**src/verilog/rf_defs.svh**
```systemverilog
/*
 * Register file widths and counts
 * Shared by the package and the RTL
 */

`ifndef RF_DEFS_SVH
`define RF_DEFS_SVH

// Data bits per register word
`define RF_DATA_W   32

// Integrity bits per register word
`define RF_INTG_W   7

// Register index width and register count
`define RF_ADDR_W   5
`define RF_NUM_REGS 32

`endif

```
**src/verilog/rf_pkg.sv**
```systemverilog
/*
 * Register file package
 * Word and address types and the interleaved integrity code
 */

`include "rf_defs.svh"

package rf_pkg;

  typedef logic [`RF_ADDR_W-1:0] rf_addr_t;

  // Data in the upper bits, integrity below
  typedef struct packed {
    logic [`RF_DATA_W-1:0] data;
    logic [`RF_INTG_W-1:0] intg;
  } rf_word_t;

  // Check bit k covers every data bit whose index mod 7 is k
  function automatic logic [`RF_INTG_W-1:0] rf_intg_calc(input logic [`RF_DATA_W-1:0] data);
    logic [`RF_INTG_W-1:0] intg;
    intg = '0;
    for (int i = 0; i < `RF_DATA_W; i++) begin
      intg[i % `RF_INTG_W] = intg[i % `RF_INTG_W] ^ data[i];
    end
    return intg;
  endfunction

endpackage

```
**src/verilog/rf_read_if.sv**
```systemverilog
/*
 * Register file read port interface
 * One port's accepted request and the storage lookup behind it
 */
`timescale 1ns/100ps

interface rf_read_if import rf_pkg::*; ();

  // Request as accepted by the port
  logic     req;
  rf_addr_t addr;

  // Combinational lookup from the array
  rf_word_t rword;

  modport storage (
    input  req,
    input  addr,
    output rword
  );

  modport port (
    output req,
    output addr,
    input  rword
  );

endinterface

```
**src/verilog/rf_write_check.sv**
```systemverilog
/*
 * Register file write check
 * Recomputes write integrity, drops bad writes with a bus alert
 * and registers good ones towards the array
 */
`timescale 1ns/100ps

`include "rf_defs.svh"

module rf_write_check import rf_pkg::*; (
  input  logic                  clk_i,
  input  logic                  rst_ni,
  input  logic                  clk_en_i,

  input  logic                  we_i,
  input  rf_addr_t              waddr_i,
  input  logic [`RF_DATA_W-1:0] wdata_i,
  input  logic [`RF_INTG_W-1:0] wdata_intg_i,

  output logic                  wr_en_o,
  output rf_addr_t              wr_addr_o,
  output rf_word_t              wr_word_o,

  output logic                  alert_bus_o
);

  logic [`RF_INTG_W-1:0] intg_calc;
  logic                  intg_ok;
  logic                  wr_take;
  logic                  wr_good;
  logic                  wr_bad;

  assign intg_calc = rf_intg_calc(wdata_i);
  assign intg_ok   = (intg_calc == wdata_intg_i);

  // Writes only count while awake
  assign wr_take = clk_en_i & we_i;
  assign wr_good = wr_take & intg_ok;
  assign wr_bad  = wr_take & ~intg_ok;

  ////////////////////////////////////////
  // Write strobe and alert
  ////////////////////////////////////////

  always_ff @(posedge clk_i or negedge rst_ni) begin
    if (!rst_ni) begin
      wr_en_o     <= 1'b0;
      alert_bus_o <= 1'b0;
    end else begin
      wr_en_o     <= wr_good;
      alert_bus_o <= wr_bad;
    end
  end

  ////////////////////////////////////////
  // Write payload
  ////////////////////////////////////////

  always_ff @(posedge clk_i) begin
    if (wr_good) begin
      wr_addr_o      <= waddr_i;
      wr_word_o.data <= wdata_i;
      wr_word_o.intg <= wdata_intg_i;
    end
  end

endmodule

```
**src/verilog/rf_storage.sv**
```systemverilog
/*
 * Register file array
 * 31 stored words plus a hardwired zero register 0,
 * one write port and two combinational read lookups
 */
`timescale 1ns/100ps

`include "rf_defs.svh"

module rf_storage import rf_pkg::*; (
  input  logic       clk_i,
  input  logic       rst_ni,

  input  logic       wr_en_i,
  input  rf_addr_t   wr_addr_i,
  input  rf_word_t   wr_word_i,

  rf_read_if.storage rd_a,
  rf_read_if.storage rd_b
);

  // Register 0 has no storage
  rf_word_t regs_q [1:`RF_NUM_REGS-1];

  logic     wr_valid;

  assign wr_valid = wr_en_i & (wr_addr_i != '0);

  ////////////////////////////////////////
  // Write
  ////////////////////////////////////////

  // Zero word carries valid integrity
  always_ff @(posedge clk_i or negedge rst_ni) begin
    if (!rst_ni) begin
      for (int i = 1; i < `RF_NUM_REGS; i++) begin
        regs_q[i] <= '0;
      end
    end else if (wr_valid) begin
      regs_q[wr_addr_i] <= wr_word_i;
    end
  end

  ////////////////////////////////////////
  // Read lookups
  ////////////////////////////////////////

  function automatic rf_word_t rd_lookup(input logic req, input rf_addr_t addr);
    rf_word_t word;
    word = '0;
    // Register 0 and idle ports read as the zero word
    if (req && (addr != '0)) begin
      word = regs_q[addr];
    end
    return word;
  endfunction

  always_comb begin
    rd_a.rword = rd_lookup(rd_a.req, rd_a.addr);
  end

  always_comb begin
    rd_b.rword = rd_lookup(rd_b.req, rd_b.addr);
  end

endmodule

```
**src/verilog/rf_read_port.sv**
```systemverilog
/*
 * Register file read port
 * Accepts a request while awake and returns data and integrity
 * with rvalid in the following cycle
 */
`timescale 1ns/100ps

`include "rf_defs.svh"

module rf_read_port import rf_pkg::*; (
  input  logic                  clk_i,
  input  logic                  rst_ni,
  input  logic                  clk_en_i,

  input  logic                  req_i,
  input  rf_addr_t              addr_i,

  rf_read_if.port               rd,

  output logic                  rvalid_o,
  output logic [`RF_DATA_W-1:0] rdata_o,
  output logic [`RF_INTG_W-1:0] rdata_intg_o
);

  logic req_take;

  // Requests during sleep are dropped
  assign req_take = req_i & clk_en_i;

  assign rd.req  = req_take;
  assign rd.addr = addr_i;

  always_ff @(posedge clk_i or negedge rst_ni) begin
    if (!rst_ni) begin
      rvalid_o <= 1'b0;
    end else begin
      rvalid_o <= req_take;
    end
  end

  // Response word, held until the next accepted request
  always_ff @(posedge clk_i) begin
    if (req_take) begin
      rdata_o      <= rd.rword.data;
      rdata_intg_o <= rd.rword.intg;
    end
  end

endmodule

```
**src/verilog/rf_sleep_ctrl.sv**
```systemverilog
/*
 * Register file wake and sleep control
 * Builds the enable from the registered busy flag and wake inputs
 */
`timescale 1ns/100ps

module rf_sleep_ctrl (
  input  logic clk_i,
  input  logic rst_ni,

  input  logic busy_i,
  input  logic irq_pending_i,
  input  logic debug_req_i,
  input  logic irq_nm_i,

  output logic clk_en_o,
  output logic core_sleep_o
);

  logic busy_q;
  logic clk_en;

  always_ff @(posedge clk_i or negedge rst_ni) begin
    if (!rst_ni) begin
      busy_q <= 1'b0;
    end else begin
      busy_q <= busy_i;
    end
  end

  // Any wake source keeps the block running
  assign clk_en = busy_q | irq_pending_i | debug_req_i | irq_nm_i;

  assign clk_en_o     = clk_en;
  assign core_sleep_o = ~clk_en;

endmodule

```
**src/verilog/rf_top.sv**
```systemverilog
/*
 * Register file subsystem top level
 * Integrity checked write port, 32 word array, two read ports
 * and sleep control
 */
`timescale 1ns/100ps

`include "rf_defs.svh"

module rf_top import rf_pkg::*; (
  input  logic                  clk_i,
  input  logic                  rst_ni,

  // Wake and sleep
  input  logic                  busy_i,
  input  logic                  irq_pending_i,
  input  logic                  debug_req_i,
  input  logic                  irq_nm_i,
  output logic                  core_sleep_o,

  // Write port
  input  logic                  we_i,
  input  logic [`RF_ADDR_W-1:0] waddr_i,
  input  logic [`RF_DATA_W-1:0] wdata_i,
  input  logic [`RF_INTG_W-1:0] wdata_intg_i,

  // Read port A
  input  logic                  ra_req_i,
  input  logic [`RF_ADDR_W-1:0] ra_addr_i,
  output logic                  ra_rvalid_o,
  output logic [`RF_DATA_W-1:0] ra_rdata_o,
  output logic [`RF_INTG_W-1:0] ra_rdata_intg_o,

  // Read port B
  input  logic                  rb_req_i,
  input  logic [`RF_ADDR_W-1:0] rb_addr_i,
  output logic                  rb_rvalid_o,
  output logic [`RF_DATA_W-1:0] rb_rdata_o,
  output logic [`RF_INTG_W-1:0] rb_rdata_intg_o,

  output logic                  alert_major_bus_o
);

  logic     clk_en;

  logic     wr_en;
  rf_addr_t wr_addr;
  rf_word_t wr_word;

  rf_read_if rd_a ();
  rf_read_if rd_b ();

  ////////////////////////////////////////
  // Sleep control
  ////////////////////////////////////////

  rf_sleep_ctrl u_sleep_ctrl (
    .clk_i        (clk_i),
    .rst_ni       (rst_ni),
    .busy_i       (busy_i),
    .irq_pending_i(irq_pending_i),
    .debug_req_i  (debug_req_i),
    .irq_nm_i     (irq_nm_i),
    .clk_en_o     (clk_en),
    .core_sleep_o (core_sleep_o)
  );

  ////////////////////////////////////////
  // Write path
  ////////////////////////////////////////

  rf_write_check u_write_check (
    .clk_i       (clk_i),
    .rst_ni      (rst_ni),
    .clk_en_i    (clk_en),
    .we_i        (we_i),
    .waddr_i     (waddr_i),
    .wdata_i     (wdata_i),
    .wdata_intg_i(wdata_intg_i),
    .wr_en_o     (wr_en),
    .wr_addr_o   (wr_addr),
    .wr_word_o   (wr_word),
    .alert_bus_o (alert_major_bus_o)
  );

  rf_storage u_storage (
    .clk_i    (clk_i),
    .rst_ni   (rst_ni),
    .wr_en_i  (wr_en),
    .wr_addr_i(wr_addr),
    .wr_word_i(wr_word),
    .rd_a     (rd_a.storage),
    .rd_b     (rd_b.storage)
  );

  ////////////////////////////////////////
  // Read ports
  ////////////////////////////////////////

  rf_read_port u_port_a (
    .clk_i       (clk_i),
    .rst_ni      (rst_ni),
    .clk_en_i    (clk_en),
    .req_i       (ra_req_i),
    .addr_i      (ra_addr_i),
    .rd          (rd_a.port),
    .rvalid_o    (ra_rvalid_o),
    .rdata_o     (ra_rdata_o),
    .rdata_intg_o(ra_rdata_intg_o)
  );

  rf_read_port u_port_b (
    .clk_i       (clk_i),
    .rst_ni      (rst_ni),
    .clk_en_i    (clk_en),
    .req_i       (rb_req_i),
    .addr_i      (rb_addr_i),
    .rd          (rd_b.port),
    .rvalid_o    (rb_rvalid_o),
    .rdata_o     (rb_rdata_o),
    .rdata_intg_o(rb_rdata_intg_o)
  );

endmodule

```
**config.mk**
```make
export PLATFORM = sky130hd
export DESIGN_NAME = rf_top
export DESIGN_NICKNAME = d
export VERILOG_FILES = /design/src/verilog/rf_pkg.sv /design/src/verilog/rf_read_if.sv /design/src/verilog/rf_write_check.sv /design/src/verilog/rf_storage.sv /design/src/verilog/rf_read_port.sv /design/src/verilog/rf_sleep_ctrl.sv /design/src/verilog/rf_top.sv
export VERILOG_INCLUDE_DIRS = /design/src /design/src/verilog
export SDC_FILE = /design/constraint.sdc
export NUM_CORES = 2
export LEC_CHECK = 0
export BUFFER_PORTS_ARGS = -buffer_cell sky130_fd_sc_hd__buf_2
export CORE_UTILIZATION = 30
export DETAILED_ROUTE_END_ITERATION = 6
export GPL_TIMING_DRIVEN = 0
export SYNTH_ARGS = -nofsm -noshare
export SYNTH_HDL_FRONTEND = slang
export SYNTH_SLANG_ARGS = --single-unit
```
**constraint.sdc**
```tcl
create_clock -name clk_i -period 11.8 [get_ports clk_i]
set_input_delay 1.18 -clock clk_i [delete_from_list [all_inputs] [get_ports clk_i]]
set_output_delay 1.18 -clock clk_i [all_outputs]
set_load 0.1 [all_outputs]
```
==> impl_metrics.env <==
export IMPL_syn_nets=4485
export IMPL_clockBufferDepth=3
export IMPL_syn_inst=4422
export IMPL_fill_cells=21720
export IMPL_io_pins=145
export IMPL_vias=45930
export IMPL_max_freq_mhz=229.3
export IMPL_ff_latch_area_um2=34040
export IMPL_core_area_um2=227100
export IMPL_fin_worst_skew_ns=0.04152
export IMPL_grt_ovfl_total=0
export IMPL_clk_latency_ns=0.83
export IMPL_grt_usage=0.2261
export IMPL_setup_viol=0
export IMPL_hold_class="input port to asynchronous set/reset pin"
export IMPL_cts_root_buf="clkbuf_16"
export IMPL_dp_hpwl_um=180800
export IMPL_syn_to_final_growth_pct=14.72
export IMPL_yosysTopAreaCell="dfrtp_1"
export IMPL_p_sw_frac=0.2609
export IMPL_gp_congestion=0.9332
export IMPL_r2r_start="u_sleep_ctrl.busy_q"
export IMPL_hold_buffers=0
export IMPL_final_design_area_no_fill_um2=78550
export IMPL_synth_flop_cell="dfrtp_1"
export IMPL_cts_resized=0
export IMPL_routedWlPerCell_um=33.31
export IMPL_fin_tns_setup_ns=0
export IMPL_startpoint="wdata_i[20]"
export IMPL_grt_max_degree=169
export IMPL_p_int_w=0.007801
export IMPL_cts_buffers_inserted=155
export IMPL_ir_drop_mv=0.1296
export IMPL_clkPwrFrac=0.466
export IMPL_postSynthAreaPerCell_um2=15.48
export IMPL_p_total_w=0.01056
export IMPL_portBuffers=137
export IMPL_syn_area_um2=68470
export IMPL_synth_top_area_frac=0.4437
export IMPL_combPwrFrac=0.084
export IMPL_worstPathMaxFanout=7
export IMPL_drv_slew=0
export IMPL_drtPass1Iterations=6
export IMPL_startpoint_type="input port"
export IMPL_antenna_left=0
export IMPL_relSlewSlack=0.03962
export IMPL_worstSetupPathType="input port to flop"
export IMPL_drive_gt1_frac=0.5079
export IMPL_worstPathArrival_ns=4.87
export IMPL_num_rows=175
export IMPL_synth_warnings=0
export IMPL_ys_seq_area_frac=0.4972
export IMPL_nets=4798
export IMPL_maxCapViolations=0
export IMPL_drt_wl_total_um=262800
export IMPL_drc=0
export IMPL_power_switching_w=0.002754
export IMPL_fin_ws_ns=7.439
export IMPL_synth_distinct_cells=42
export IMPL_drt_iter0_drc=5213
export IMPL_htreeDepth=4
export IMPL_synth_area_leaders="dfrtp_1, mux2_2, mux4_2"
export IMPL_die_h_um=479.8
export IMPL_postCtsSetupRepairBufs=0
export IMPL_cts_clk_slew_worst_paths_ns=0.05
export IMPL_cellPowerDensity_nw_per_um2=134.4
export IMPL_viasPerCell=5.822
export IMPL_die_width_um=479.8
export IMPL_outcome="complete, no violations"
export IMPL_worst_slew_pin_slew_ns=1.441
export IMPL_ys_seq_elements=1336
export IMPL_post_route_period_util=0.3695
export IMPL_async_flop_share=0.9087
export IMPL_synth_edff_count=122
export IMPL_start_util=0.3016
export IMPL_share_seq_of_total_power=0.450
export IMPL_dieArea_um2=230200
export IMPL_dp_slack_ns=6.322
export IMPL_placed_area_um2=73310
export IMPL_antenna_found_initial=17
export IMPL_finalCriticalPeriod_ns=4.361
export IMPL_grt_pass1_vias=46310
export IMPL_end_kind="flop"
export IMPL_p_leak_nw=35.30
export IMPL_cp_data_required_time_ns=12.31
export IMPL_hold_viol=0
export IMPL_grt_pass1_wl_um=366500
export IMPL_cts_sinks=1336
export IMPL_rsz0062_at_grt="false"
export IMPL_multi_input_area_um2=32120
export IMPL_cts_tree="built"
==> power by group through the flow <==
stage / logic [W] / registers [W] / clock network [W]
finish: 0.000890 / 0.00475 / 0.00492
global route: 0.000915 / 0.00475 / 0.00517
CTS: 0.000876 / 0.00475 / 0.00498
detailed placement: 0.000874 / 0.00483 / 0
global placement: 0.000851 / 0.00484 / 0
floorplan: 0.000376 / 0.00491 / 0
==> worst max-delay path, stage by stage <==
cell     delay, ns
buf_2         0.33
xnor3_1       0.36
xnor2_2       0.72
nand4_1       0.24
nor4_2        0.80
buf_4         0.31
buf_4         0.23
buf_4         0.23
buf_4         0.19
buf_4         0.19
==> cell type report <==
cell class / instances / share of cell area
diodes: 25 / 0.0007964
plain buffers: 486 / 0.02977
clock buffers: 250 / 0.06145
clock inverters: 27 / 0.004094
inverters: 4 / 0.0002230
multi-input cells: 2596 / 0.4089
flip-flops and latches: 1336 / 0.4334
well taps: 3009 / 0.04793
repair buffers: 156 / 0.01344
==> cell usage after synthesis (all sizes together), types with 37 or more instances <==
library cell	count
a21oi	76
nor2	54
buf	250
a221oi	42
mux2i	76
o2bb2ai	40
o22ai	40
a22oi	153
edfxtp	122
a211oi	38
o221ai	37
a22o	40
clkbuf	236
nand2	58
a31o	38
mux4	509
dfrtp	1214
mux2	1324
==> state kept, by name (all words and copies together) (netlist names) <==
signal	count
u_port_a.rdata_intg_o	7
u_port_a.rdata_o	32
u_port_a.rvalid_o	1
u_port_b.rdata_intg_o	7
u_port_b.rdata_o	32
u_port_b.rvalid_o	1
u_sleep_ctrl.busy_q	1
u_storage.regs_q	1209
u_write_check.alert_bus_o	1
u_write_check.wr_addr_o	5
u_write_check.wr_en_o	1
u_write_check.wr_word_o	39
==> metal layers <==
metal	part of all wire	wire length, µm	global-route usage	vias to the layer above
met5	0.000095	25	0	-
met4	0.065	16970	0.1241	4
met3	0.10	26460	0.07201	599
met2	0.43	114300	0.3338	2559
met1	0.40	105100	0.2934	24820
li1	-	-	-	17950
==> placed cells by master, fill, tap and decap left out, types with 40 or more instances in the layout <==
cell type	count
mux2_2	1302
dfrtp_1	1214
mux4_2	509
buf_2	317
clkbuf_1	280
clkbuf_16	164
a22oi_1	153
edfxtp_1	122
mux2i_1	76
a21oi_1	76
nand2_1	58
nor2_1	53
buf_4	43
o22ai_1	40
a22o_1	40
o2bb2ai_1	40
clkbuf_8	40
==> cell families (layout without fill, tap and decap cells) <==
kind of cell    count (synthesis)  count (layout)  share of synthesized area
compound gates                506             506                    0.05739
xor+xnor                       26              26                   0.004531
buf+inv                       490             923                    0.03433
flops                        1336            1336                     0.4972
mux                          1909            1909                     0.3963
other cells                     0              25                          0
simple gates                  155             155                    0.01032
==> metrics by stage <==
stage / cells / hold slack [ns] / util
2_1_floorplan: 4422 / 0.4701 / -
3_3_place_gp: 7568 / 0.4813 / 0.3212
3_5_place_dp: 7587 / 0.4981 / 0.3229
4_1_cts: 7864 / 0.3346 / 0.3455
5_1_grt: 7880 / 0.3569 / 0.3458
6_report: 7889 / 0.3359 / 0.3459
==> path summary, 6_finish.rpt <==
kind	endpoint	slack, ns	depth (start not counted)
worst min register to register	u_storage.regs_q[971]	0.52	1
worst max-delay path	u_write_check.wr_word_o[16]	7.44	10
min in group clk_i	u_sleep_ctrl.busy_q	0.50	1
max in group asynchronous	u_storage.regs_q[379]	8.97	4
worst max register to register	u_port_a.rdata_o[27]	7.96	5
worst min-delay path	u_storage.regs_q[398]	0.34	1
No activity file was read; power rests on OpenSTA's default activity.
